$ cat src/eth_filter_pkg.sv
// Shared widths, depths, filter count and register map of the EtherType receive filter
package eth_filter_pkg;

    // Filter table
    localparam int NUM_FILTERS = 4;
    localparam int ETYPE_W     = 16;

    // Destination and source MAC addresses ahead of the EtherType
    localparam int MAC_HDR_BYTES = 12;

    // Packet byte buffer
    localparam int FIFO_DEPTH = 256;
    localparam int FIFO_AW    = 8;

    // Frames whose verdict may wait for their bytes to reach the FIFO head
    localparam int VERDICT_DEPTH = 4;

    // AXI4-Lite register map
    localparam int AXI_AW = 6;

    // Bit 0 is the global filter enable
    localparam logic [AXI_AW-1:0] ADDR_CTRL = 6'h00;

    // Read-only frame counters
    localparam logic [AXI_AW-1:0] ADDR_ACCEPT_CNT = 6'h04;
    localparam logic [AXI_AW-1:0] ADDR_DROP_CNT   = 6'h08;

    // Entry i sits at base + 4*i, bits 15:0 EtherType, bit 16 valid
    localparam logic [AXI_AW-1:0] ADDR_FILTER_BASE = 6'h10;

endpackage

$ cat src/byte_stream_if.sv
// Byte stream interface with data, valid, last and ready, plus source and sink modports
`timescale 1ns/1ps

interface byte_stream_if;

    logic [7:0] data;
    logic       valid;
    logic       last;
    logic       ready;

    // A byte moves when valid and ready are both high
    modport source (
        output data,
        output valid,
        output last,
        input  ready
    );

    modport sink (
        input  data,
        input  valid,
        input  last,
        output ready
    );

endinterface

$ cat src/filter_cfg_regs.sv
// AXI4-Lite register block with the filter table, filter enable and frame counters
`timescale 1ns/1ps

module filter_cfg_regs (
    input  logic                                clk,
    input  logic                                rst_n,
    input  logic [eth_filter_pkg::AXI_AW-1:0]   awaddr,
    input  logic                                awvalid,
    output logic                                awready,
    input  logic [31:0]                         wdata,
    input  logic [3:0]                          wstrb,
    input  logic                                wvalid,
    output logic                                wready,
    output logic [1:0]                          bresp,
    output logic                                bvalid,
    input  logic                                bready,
    input  logic [eth_filter_pkg::AXI_AW-1:0]   araddr,
    input  logic                                arvalid,
    output logic                                arready,
    output logic [31:0]                         rdata,
    output logic [1:0]                          rresp,
    output logic                                rvalid,
    input  logic                                rready,
    output logic [eth_filter_pkg::NUM_FILTERS-1:0][eth_filter_pkg::ETYPE_W-1:0] filter_etype,
    output logic [eth_filter_pkg::NUM_FILTERS-1:0] filter_valid,
    output logic                                filter_enable,
    input  logic                                frame_accepted,
    input  logic                                frame_dropped
);

    logic        wr_fire;
    logic        rd_fire;
    logic [31:0] accept_cnt;
    logic [31:0] drop_cnt;
    logic [31:0] rd_mux;

    // Address of filter entry idx
    function automatic logic [eth_filter_pkg::AXI_AW-1:0] filter_addr(input int idx);
        logic [31:0] full;
        full = 32'(eth_filter_pkg::ADDR_FILTER_BASE) + 32'(4 * idx);
        return full[eth_filter_pkg::AXI_AW-1:0];
    endfunction

    assign wready  = awready;
    assign wr_fire = awready && awvalid && wvalid;
    assign rd_fire = arready && arvalid;
    assign bresp   = 2'b00;
    assign rresp   = 2'b00;

    // Handshake and response channels
    always_ff @(posedge clk or negedge rst_n) begin
        if (!rst_n) begin
            awready <= 1'b0;
            bvalid  <= 1'b0;
            arready <= 1'b0;
            rvalid  <= 1'b0;
        end else begin
            awready <= awvalid && wvalid && !bvalid && !awready;
            if (wr_fire) begin
                bvalid <= 1'b1;
            end else if (bready) begin
                bvalid <= 1'b0;
            end
            arready <= arvalid && !arready && !rvalid;
            if (rd_fire) begin
                rvalid <= 1'b1;
            end else if (rready) begin
                rvalid <= 1'b0;
            end
        end
    end

    // Control bits, valid flags and counters
    always_ff @(posedge clk or negedge rst_n) begin
        if (!rst_n) begin
            filter_enable <= 1'b1;
            filter_valid  <= '0;
            accept_cnt    <= '0;
            drop_cnt      <= '0;
        end else begin
            if (wr_fire && awaddr == eth_filter_pkg::ADDR_CTRL && wstrb[0]) begin
                filter_enable <= wdata[0];
            end
            for (int i = 0; i < eth_filter_pkg::NUM_FILTERS; i++) begin
                if (wr_fire && awaddr == filter_addr(i) && wstrb[2]) begin
                    filter_valid[i] <= wdata[16];
                end
            end
            if (frame_accepted) begin
                accept_cnt <= accept_cnt + 32'd1;
            end
            if (frame_dropped) begin
                drop_cnt <= drop_cnt + 32'd1;
            end
        end
    end

    // EtherType fields written byte by byte under the strobes
    always_ff @(posedge clk) begin
        for (int i = 0; i < eth_filter_pkg::NUM_FILTERS; i++) begin
            if (wr_fire && awaddr == filter_addr(i)) begin
                if (wstrb[0]) filter_etype[i][7:0] <= wdata[7:0];
                if (wstrb[1]) filter_etype[i][15:8] <= wdata[15:8];
            end
        end
    end

    // Unmapped addresses read as zero
    always_comb begin
        rd_mux = '0;
        case (araddr)
            eth_filter_pkg::ADDR_CTRL:       rd_mux = {31'd0, filter_enable};
            eth_filter_pkg::ADDR_ACCEPT_CNT: rd_mux = accept_cnt;
            eth_filter_pkg::ADDR_DROP_CNT:   rd_mux = drop_cnt;
            default:                         rd_mux = '0;
        endcase
        for (int i = 0; i < eth_filter_pkg::NUM_FILTERS; i++) begin
            if (araddr == filter_addr(i)) begin
                rd_mux = {{(31 - eth_filter_pkg::ETYPE_W){1'b0}},
                          filter_valid[i], filter_etype[i]};
            end
        end
    end

    always_ff @(posedge clk) begin
        if (rd_fire) begin
            rdata <= rd_mux;
        end
    end

endmodule

$ cat src/ethertype_matcher.sv
// Header byte counter, EtherType capture, parallel filter compare, verdict and byte pass-through
`timescale 1ns/1ps

module ethertype_matcher (
    input  logic                                clk,
    input  logic                                rst_n,
    input  logic [7:0]                          rx_data,
    input  logic                                rx_valid,
    input  logic                                rx_start,
    input  logic                                rx_end,
    input  logic [eth_filter_pkg::NUM_FILTERS-1:0][eth_filter_pkg::ETYPE_W-1:0] filter_etype,
    input  logic [eth_filter_pkg::NUM_FILTERS-1:0] filter_valid,
    input  logic                                filter_enable,
    byte_stream_if.source                       wr_link,
    output logic                                verdict_valid,
    output logic                                verdict_accept,
    output logic [eth_filter_pkg::NUM_FILTERS-1:0] verdict_match
);

    // One-hot frame position
    logic in_hdr;
    logic in_eth_hi;
    logic in_eth_lo;
    logic in_payload;

    logic [3:0]                            hdr_cnt;
    logic [eth_filter_pkg::ETYPE_W-1:0]    etype;
    logic                                  end_d1;
    logic                                  end_d2;
    logic [eth_filter_pkg::NUM_FILTERS-1:0] hits;
    logic [eth_filter_pkg::NUM_FILTERS-1:0] match_q;

    // The start byte counts as header byte 0
    always_ff @(posedge clk or negedge rst_n) begin
        if (!rst_n) begin
            in_hdr     <= 1'b1;
            in_eth_hi  <= 1'b0;
            in_eth_lo  <= 1'b0;
            in_payload <= 1'b0;
            hdr_cnt    <= '0;
        end else if (rx_valid) begin
            if (rx_start) begin
                in_hdr     <= 1'b1;
                in_eth_hi  <= 1'b0;
                in_eth_lo  <= 1'b0;
                in_payload <= 1'b0;
                hdr_cnt    <= 4'd1;
            end else begin
                if (in_hdr) begin
                    hdr_cnt <= hdr_cnt + 4'd1;
                    if (hdr_cnt == 4'(eth_filter_pkg::MAC_HDR_BYTES - 1)) begin
                        in_hdr    <= 1'b0;
                        in_eth_hi <= 1'b1;
                    end
                end
                if (in_eth_hi) begin
                    in_eth_hi <= 1'b0;
                    in_eth_lo <= 1'b1;
                end
                if (in_eth_lo) begin
                    in_eth_lo  <= 1'b0;
                    in_payload <= 1'b1;
                end
            end
        end
    end

    // EtherType bytes 12 and 13
    always_ff @(posedge clk) begin
        if (rx_valid && !rx_start && in_eth_hi) begin
            etype[15:8] <= rx_data;
        end
        if (rx_valid && !rx_start && in_eth_lo) begin
            etype[7:0] <= rx_data;
        end
    end

    always_comb begin
        for (int i = 0; i < eth_filter_pkg::NUM_FILTERS; i++) begin
            hits[i] = filter_valid[i] && (etype == filter_etype[i]);
        end
    end

    // Verdict lands two edges after the last byte
    always_ff @(posedge clk or negedge rst_n) begin
        if (!rst_n) begin
            end_d1        <= 1'b0;
            end_d2        <= 1'b0;
            verdict_valid <= 1'b0;
            wr_link.valid <= 1'b0;
        end else begin
            end_d1        <= rx_valid && rx_end;
            end_d2        <= end_d1;
            verdict_valid <= end_d2;
            wr_link.valid <= rx_valid;
        end
    end

    // Short frames never reach the payload and report no hit
    always_ff @(posedge clk) begin
        match_q        <= in_payload ? hits : '0;
        verdict_match  <= match_q;
        verdict_accept <= !filter_enable || (|match_q);
        wr_link.data   <= rx_data;
        wr_link.last   <= rx_end;
    end

endmodule

$ cat src/packet_byte_fifo.sv
// First-word fall-through FIFO of frame bytes, each stored with its last flag
`timescale 1ns/1ps

module packet_byte_fifo (
    input  logic          clk,
    input  logic          rst_n,
    byte_stream_if.sink   wr_link,
    byte_stream_if.source rd_link
);

    logic [8:0]                        mem [eth_filter_pkg::FIFO_DEPTH];
    logic [eth_filter_pkg::FIFO_AW:0]  wr_ptr;
    logic [eth_filter_pkg::FIFO_AW:0]  rd_ptr;
    logic                              empty;
    logic                              full;
    logic                              rd_fire;

    // The top bit of each pointer tells a full buffer from an empty one
    assign empty = (wr_ptr == rd_ptr);
    assign full  = (wr_ptr[eth_filter_pkg::FIFO_AW] != rd_ptr[eth_filter_pkg::FIFO_AW]) &&
                   (wr_ptr[eth_filter_pkg::FIFO_AW-1:0] == rd_ptr[eth_filter_pkg::FIFO_AW-1:0]);

    // Every valid byte is written whatever ready shows
    assign wr_link.ready = !full;

    assign rd_link.valid = !empty;
    assign rd_link.data  = mem[rd_ptr[eth_filter_pkg::FIFO_AW-1:0]][7:0];
    assign rd_link.last  = mem[rd_ptr[eth_filter_pkg::FIFO_AW-1:0]][8];
    assign rd_fire       = rd_link.valid && rd_link.ready;

    always_ff @(posedge clk) begin
        if (wr_link.valid) begin
            mem[wr_ptr[eth_filter_pkg::FIFO_AW-1:0]] <= {wr_link.last, wr_link.data};
        end
    end

    always_ff @(posedge clk or negedge rst_n) begin
        if (!rst_n) begin
            wr_ptr <= '0;
            rd_ptr <= '0;
        end else begin
            if (wr_link.valid) begin
                wr_ptr <= wr_ptr + 1'b1;
            end
            if (rd_fire) begin
                rd_ptr <= rd_ptr + 1'b1;
            end
        end
    end

endmodule

$ cat src/packet_forwarder.sv
// Verdict queue and the forward or discard logic for the frame at the FIFO head
`timescale 1ns/1ps

module packet_forwarder (
    input  logic                                   clk,
    input  logic                                   rst_n,
    input  logic                                   verdict_valid,
    input  logic                                   verdict_accept,
    input  logic [eth_filter_pkg::NUM_FILTERS-1:0] verdict_match,
    byte_stream_if.sink                            rd_link,
    output logic [7:0]                             tx_data,
    output logic                                   tx_valid,
    output logic                                   tx_last,
    output logic [eth_filter_pkg::NUM_FILTERS-1:0] tx_match,
    input  logic                                   tx_ready,
    output logic                                   frame_accepted,
    output logic                                   frame_dropped
);

    logic                                   vq_accept [eth_filter_pkg::VERDICT_DEPTH];
    logic [eth_filter_pkg::NUM_FILTERS-1:0] vq_match  [eth_filter_pkg::VERDICT_DEPTH];
    logic [$clog2(eth_filter_pkg::VERDICT_DEPTH)-1:0] wr_idx;
    logic [$clog2(eth_filter_pkg::VERDICT_DEPTH)-1:0] rd_idx;
    logic                                   wr_wrap;
    logic                                   rd_wrap;
    logic                                   have_verdict;
    logic                                   head_accept;
    logic                                   frame_done;

    assign have_verdict = !((wr_idx == rd_idx) && (wr_wrap == rd_wrap));
    assign head_accept  = vq_accept[rd_idx];

    // Dropped frames drain at full rate, accepted ones follow tx_ready
    assign rd_link.ready = have_verdict && (head_accept ? tx_ready : 1'b1);

    assign tx_valid = have_verdict && head_accept && rd_link.valid;
    assign tx_data  = rd_link.data;
    assign tx_last  = rd_link.last;
    assign tx_match = vq_match[rd_idx];

    assign frame_done     = rd_link.valid && rd_link.ready && rd_link.last;
    assign frame_accepted = frame_done && head_accept;
    assign frame_dropped  = frame_done && !head_accept;

    always_ff @(posedge clk) begin
        if (verdict_valid) begin
            vq_accept[wr_idx] <= verdict_accept;
            vq_match[wr_idx]  <= verdict_match;
        end
    end

    // Push per verdict pulse, pop when the head frame's last byte leaves
    always_ff @(posedge clk or negedge rst_n) begin
        if (!rst_n) begin
            wr_idx  <= '0;
            wr_wrap <= 1'b0;
            rd_idx  <= '0;
            rd_wrap <= 1'b0;
        end else begin
            if (verdict_valid) begin
                {wr_wrap, wr_idx} <= {wr_wrap, wr_idx} + 1'b1;
            end
            if (frame_done) begin
                {rd_wrap, rd_idx} <= {rd_wrap, rd_idx} + 1'b1;
            end
        end
    end

endmodule

$ cat src/eth_filter_top.sv
// Top level of the EtherType receive filter with the register block, matcher, FIFO and forwarder
`timescale 1ns/1ps

module eth_filter_top (
    input  logic                                   clk,
    input  logic                                   rst_n,
    input  logic [7:0]                             rx_data,
    input  logic                                   rx_valid,
    input  logic                                   rx_start,
    input  logic                                   rx_end,
    output logic [7:0]                             tx_data,
    output logic                                   tx_valid,
    output logic                                   tx_last,
    output logic [eth_filter_pkg::NUM_FILTERS-1:0] tx_match,
    input  logic                                   tx_ready,
    input  logic [eth_filter_pkg::AXI_AW-1:0]      awaddr,
    input  logic                                   awvalid,
    output logic                                   awready,
    input  logic [31:0]                            wdata,
    input  logic [3:0]                             wstrb,
    input  logic                                   wvalid,
    output logic                                   wready,
    output logic [1:0]                             bresp,
    output logic                                   bvalid,
    input  logic                                   bready,
    input  logic [eth_filter_pkg::AXI_AW-1:0]      araddr,
    input  logic                                   arvalid,
    output logic                                   arready,
    output logic [31:0]                            rdata,
    output logic [1:0]                             rresp,
    output logic                                   rvalid,
    input  logic                                   rready
);

    logic [eth_filter_pkg::NUM_FILTERS-1:0][eth_filter_pkg::ETYPE_W-1:0] filter_etype;
    logic [eth_filter_pkg::NUM_FILTERS-1:0] filter_valid;
    logic                                   filter_enable;
    logic                                   verdict_valid;
    logic                                   verdict_accept;
    logic [eth_filter_pkg::NUM_FILTERS-1:0] verdict_match;
    logic                                   frame_accepted;
    logic                                   frame_dropped;

    byte_stream_if wr_link ();
    byte_stream_if rd_link ();

    filter_cfg_regs u_regs (
        .clk(clk), .rst_n(rst_n),
        .awaddr(awaddr), .awvalid(awvalid), .awready(awready),
        .wdata(wdata), .wstrb(wstrb), .wvalid(wvalid), .wready(wready),
        .bresp(bresp), .bvalid(bvalid), .bready(bready),
        .araddr(araddr), .arvalid(arvalid), .arready(arready),
        .rdata(rdata), .rresp(rresp), .rvalid(rvalid), .rready(rready),
        .filter_etype(filter_etype), .filter_valid(filter_valid),
        .filter_enable(filter_enable),
        .frame_accepted(frame_accepted), .frame_dropped(frame_dropped)
    );

    ethertype_matcher u_matcher (
        .clk(clk), .rst_n(rst_n),
        .rx_data(rx_data), .rx_valid(rx_valid), .rx_start(rx_start), .rx_end(rx_end),
        .filter_etype(filter_etype), .filter_valid(filter_valid),
        .filter_enable(filter_enable),
        .wr_link(wr_link.source),
        .verdict_valid(verdict_valid), .verdict_accept(verdict_accept),
        .verdict_match(verdict_match)
    );

    packet_byte_fifo u_fifo (
        .clk(clk), .rst_n(rst_n),
        .wr_link(wr_link.sink),
        .rd_link(rd_link.source)
    );

    packet_forwarder u_forwarder (
        .clk(clk), .rst_n(rst_n),
        .verdict_valid(verdict_valid), .verdict_accept(verdict_accept),
        .verdict_match(verdict_match),
        .rd_link(rd_link.sink),
        .tx_data(tx_data), .tx_valid(tx_valid), .tx_last(tx_last),
        .tx_match(tx_match), .tx_ready(tx_ready),
        .frame_accepted(frame_accepted), .frame_dropped(frame_dropped)
    );

endmodule

$ cat config.mk
export PLATFORM = sky130hd
export DESIGN_NAME = eth_filter_top
export DESIGN_NICKNAME = d
export VERILOG_FILES = /design/src/eth_filter_pkg.sv /design/src/byte_stream_if.sv /design/src/filter_cfg_regs.sv /design/src/ethertype_matcher.sv /design/src/packet_byte_fifo.sv /design/src/packet_forwarder.sv /design/src/eth_filter_top.sv
export SDC_FILE = /design/constraint.sdc
export NUM_CORES = 2
export LEC_CHECK = 0
export ABC_AREA = 1
export BUFFER_PORTS_ARGS = -buffer_cell sky130_fd_sc_hd__buf_2
export CAP_MARGIN = 20
export CELL_PAD_IN_SITES_DETAIL_PLACEMENT = 1
export CELL_PAD_IN_SITES_GLOBAL_PLACEMENT = 1
export CORE_UTILIZATION = 32
export CTS_CLUSTER_SIZE = 25
export DETAILED_ROUTE_END_ITERATION = 6
export GPL_TIMING_DRIVEN = 1
export HOLD_SLACK_MARGIN = 0.06
export PLACE_DENSITY = 0.59
export SLEW_MARGIN = 10
export SYNTH_ARGS = -nofsm -noshare
export SYNTH_HDL_FRONTEND = slang
export SYNTH_HIERARCHICAL = 1
export SYNTH_SLANG_ARGS = --single-unit
$ cat constraint.sdc
create_clock -name clk -period 9.7 [get_ports clk]
set_input_delay 1.94 -clock clk [delete_from_list [all_inputs] [get_ports clk]]
set_output_delay 1.94 -clock clk [all_outputs]
set_load 0.05 [all_outputs]
==> impl_summary.txt <==
----------------------------------------------------
[Route]
  Via count ... 73310
  Routed Wire Length ... 334.1 mm
  Highest metal layer with signal wires ... met4
  Detailed-routing iteration count for the pre-antenna-repair pass ... 5
  Routed length on met3 ... 15.24 mm
  Detailed-routed wire length on met2 ... 159.7 mm
  Routed Antenna Nets ... 0
  Total DRC errors in the routed layout ... 0
  Routed length per placed instance ... 22.66 µm
  Count of routing violations after the opening detailed-route iteration ... 5637
  Detailed-routing wirelength on met1 ... about 150 mm
  Average vias per placed instance ... 4.973

[Global route]
  Antenna violations before repair ... 12
  Via count of the first global-routing pass ... 75680
  Remaining global-route overflow ... 0
  Largest net degree at the start of global routing ... 177
  GRT Util Overall ... 19.22%
  First-pass GRT wire length ... 494.5 mm

[Setup path]
  Endpoint class of the critical path ... output port
  Crit Path Category ... flop to output port
  Cell breakdown of the critical path ... buf_12 -> buf_4 -> nand2_1 -> nand3_1 -> nand3_1 -> nand3_1 -> nand3_1 -> nand2_1 -> nand2_1 -> nand2_1 -> nand3_1 -> nand2_1 -> buf_2
  Crit-path max cell delay ... approximately 0.7 ns
  Data arrival at the endpoint of the critical path ... 5.39 ns
  Crit Path Max Fanout ... 150
  Critical Path RT ... 7.76 ns
  Kind of start point of the critical path ... flop
  Worst R2R Path Depth ... 24
  Setup slack of the worst register-to-register path ... 3.58 ns
  CP top delay family ... simple AND/OR/NAND/NOR gates
  Worst reg2reg endpoint ... u_regs/accept_cnt[26]
  Worst Path Buf+Inv ... 3
  Slowest cell on the critical path ... sky130_fd_sc_hd__dfrtp_4
  Startpoint of the lowest-slack register-to-register path ... u_fifo/rd_ptr[0]

[Hold path]
  Hold Path Stages ... 0
  Hold path endpoint ... u_matcher/verdict_valid
  HP Start ... u_matcher/end_d2
  Worst min-delay path category ... flop to flop

[Placed design]
  DP HPWL ... roughly 200 mm
  Buffers on Ports ... between 100 and 150
  Final Wtd Congestion ... between 0.8 and 0.9
  Worst slack at placement ... ~3.2 ns

[Floorplanning]
  DIE AREA ... 0.3418 mm²
  Horizontal die dimension ... 584.6 µm
  Top-level I/O count ... 122
  Area of the core region ... 0.3371 mm²
  Number of placement rows ... 213
  Initial cell density of the core ... 32.22%
  Vertical extent of the die ... 584.6 µm

[Synthesis]
  Warnings from Yosys ... 6
  Instance count of the mapped netlist ... 10050
  Synthesized cell area ... 0.1086 mm²
  Syn Area/Cell ... 10.81 µm²

[Finish]
  Area taken by multi-input logic gates ... 0.02701 mm²
  Most used cells in the layout excluding fill and tap cells ... sky130_fd_sc_hd__nand2_1 (3213), sky130_fd_sc_hd__edfxtp_1 (2436), sky130_fd_sc_hd__nand3_1 (1702), sky130_fd_sc_hd__nor2_1 (830), sky130_fd_sc_hd__inv_1 (617)
  Area added between synthesis and finish ... 12.68%
  Final-stage net count ... 10080
  Fraction of final layout cells sized beyond drive strength 1 ... 7.014%
  Most frequent standard cell in the layout excluding fill and tap cells ... sky130_fd_sc_hd__nand2_1
  Filler Cell Count ... ~37000
  FF+latch area ... between 0.07 and 0.08 mm²

[Timing]
  Accumulated negative setup slack ... 0 ns
  Actual transition at the worst max-transition pin ... 1.124 ns
  Final number of setup-violating endpoints ... 0
  Setup WS post-layout ... 2.367 ns
  Final clock period utilization by the worst path ... 75.60%
  Final Hold Violating Endpoints ... 0
  Clock period minus worst slack ... approximately 7.3 ns
  Pins Over Slew Limit ... 0
  Worst setup skew after layout ... 0.05202 ns
  RSZ-0062 raised after global routing ... no
  Worst slew slack as a fraction of its limit ... about a quarter
  Max Clock Freq ... ~0.14 GHz

[Run]
  Max-cap violation count ... 0

[Clock network]
  Maximum clock insertion buffer count ... 4
  Worst skew pair latency ... 0.92 ns
  Hold Buf Count CTS ... 0
  Number of gates given a new drive strength after cts ... 0
  CTS Root Buffer Type ... sky130_fd_sc_hd__clkbuf_16
  Number of levels in the clock H-tree ... 5
  # Post-CTS Setup Buffers ... 0
  TritonCTS clock tree ... yes
  Clock sink count ... approximately 2600
  CTS buffer count ... 290
  Clock slew at reported path FFs ... 0.06 ns

[Status]
  Result of the run ... finished, final reports clean

[Power]
  Largest voltage drop on the vdd net ... 310.3 µV
  Power density cells ... 284.8 mW/mm²
  Leakage ... ~45 nW

----------------------------------------------------
## report_power, final
part	total [W]	internal, W	leakage (nW)	switching (W)
combinational	0.0115	0.00281	17.5	0.00866
sequential	0.0126	0.0123	23.5	0.000323
clock	0.0108	0.00622	4.47	0.00455
total	0.0349	0.0213	45.4	0.0135
## registers in the layout, indices dropped and copies added, names as in the netlist, 4 cells and up
signal,count
u_regs/accept_cnt,32
u_fifo/mem,2304
u_forwarder/vq_match,16
u_regs/filter_valid,4
u_matcher/verdict_match,4
u_fifo/wr_ptr,9
u_matcher/hdr_cnt,4
u_matcher/wr_link.data,8
u_regs/filter_etype,64
u_matcher/match_q,4
u_forwarder/vq_accept,4
u_fifo/rd_ptr,9
u_regs/drop_cnt,32
u_regs/rdata,32
u_matcher/etype,16
## layer usage
layer  track usage [%]  vias up
met3             2.428      429
met5                 0        -
li1                  -    33890
met1             26.18    37440
met4             5.319        0
met2             32.18     1554
## worst register-to-register path, cell delays in order (launching register included)
cell and delay (ns):
sky130_fd_sc_hd__dfrtp_4 0.72, sky130_fd_sc_hd__buf_12 0.54, sky130_fd_sc_hd__buf_4 0.89, sky130_fd_sc_hd__nand2_1 0.21, sky130_fd_sc_hd__nand3_1 0.12, sky130_fd_sc_hd__nand3_1 0.10
sky130_fd_sc_hd__nand3_1 0.13, sky130_fd_sc_hd__nand3_1 0.17, sky130_fd_sc_hd__nand2_1 0.31, sky130_fd_sc_hd__nand2_1 0.11, sky130_fd_sc_hd__nand2_1 0.09, sky130_fd_sc_hd__nand3_1 0.26
sky130_fd_sc_hd__nand2_1 0.48, sky130_fd_sc_hd__nand2_4 0.13, sky130_fd_sc_hd__nor2_4 0.14, sky130_fd_sc_hd__inv_2 0.06, sky130_fd_sc_hd__nor2_1 0.10, sky130_fd_sc_hd__buf_4 0.21
sky130_fd_sc_hd__nand3_1 0.10, sky130_fd_sc_hd__nor2_1 0.34, sky130_fd_sc_hd__nand3_1 0.30, sky130_fd_sc_hd__nor2_4 0.26, sky130_fd_sc_hd__nand3_1 0.10, sky130_fd_sc_hd__nand2_1 0.07
sky130_fd_sc_hd__nand2_1 0.06
## through the flow
stage / area (µm²) / hold slack, ns / util [%] / total power, W / std cells
CTS: 122400 / 0.3567 / 36.29 / 0.03526 / 14730
finish: 122400 / 0.3534 / 36.31 / 0.03486 / 14740
global placement: 113100 / 0.3410 / 33.56 / 0.02423 / 14210
global route: 122400 / 0.3757 / 36.31 / 0.03657 / 14740
detailed placement: 113200 / 0.3432 / 33.57 / 0.02441 / 14210
floorplan: 108600 / 0.3311 / - / 0.02025 / 10050
## area by class of cell
class	instances	share of cell area [%]
sequential	2563	62.33
multi-input combinational	6261	22.07
clock buffer	349	6.238
tap	4515	4.615
inverter	657	2.037
timing repair buffer	224	1.458
clock inverter	169	1.251
antenna	3	0.006133
## how the worst max path moves through the flow
stage	start	end	slack, ns	depth (start not counted)
after floorplan	u_matcher/wr_link.data[0]	u_fifo/mem[0][0]	5.47	0
after global placement	u_fifo/rd_ptr[0]	tx_last	3.21	14
after detailed placement	u_fifo/rd_ptr[0]	tx_data[7]	3.20	15
after CTS	u_fifo/rd_ptr[0]	tx_last	2.21	15
after global routing	u_fifo/rd_ptr[0]	tx_data[7]	2.14	15
final	u_fifo/rd_ptr[0]	tx_last	2.37	13
(Power assumes the default switching activity.)
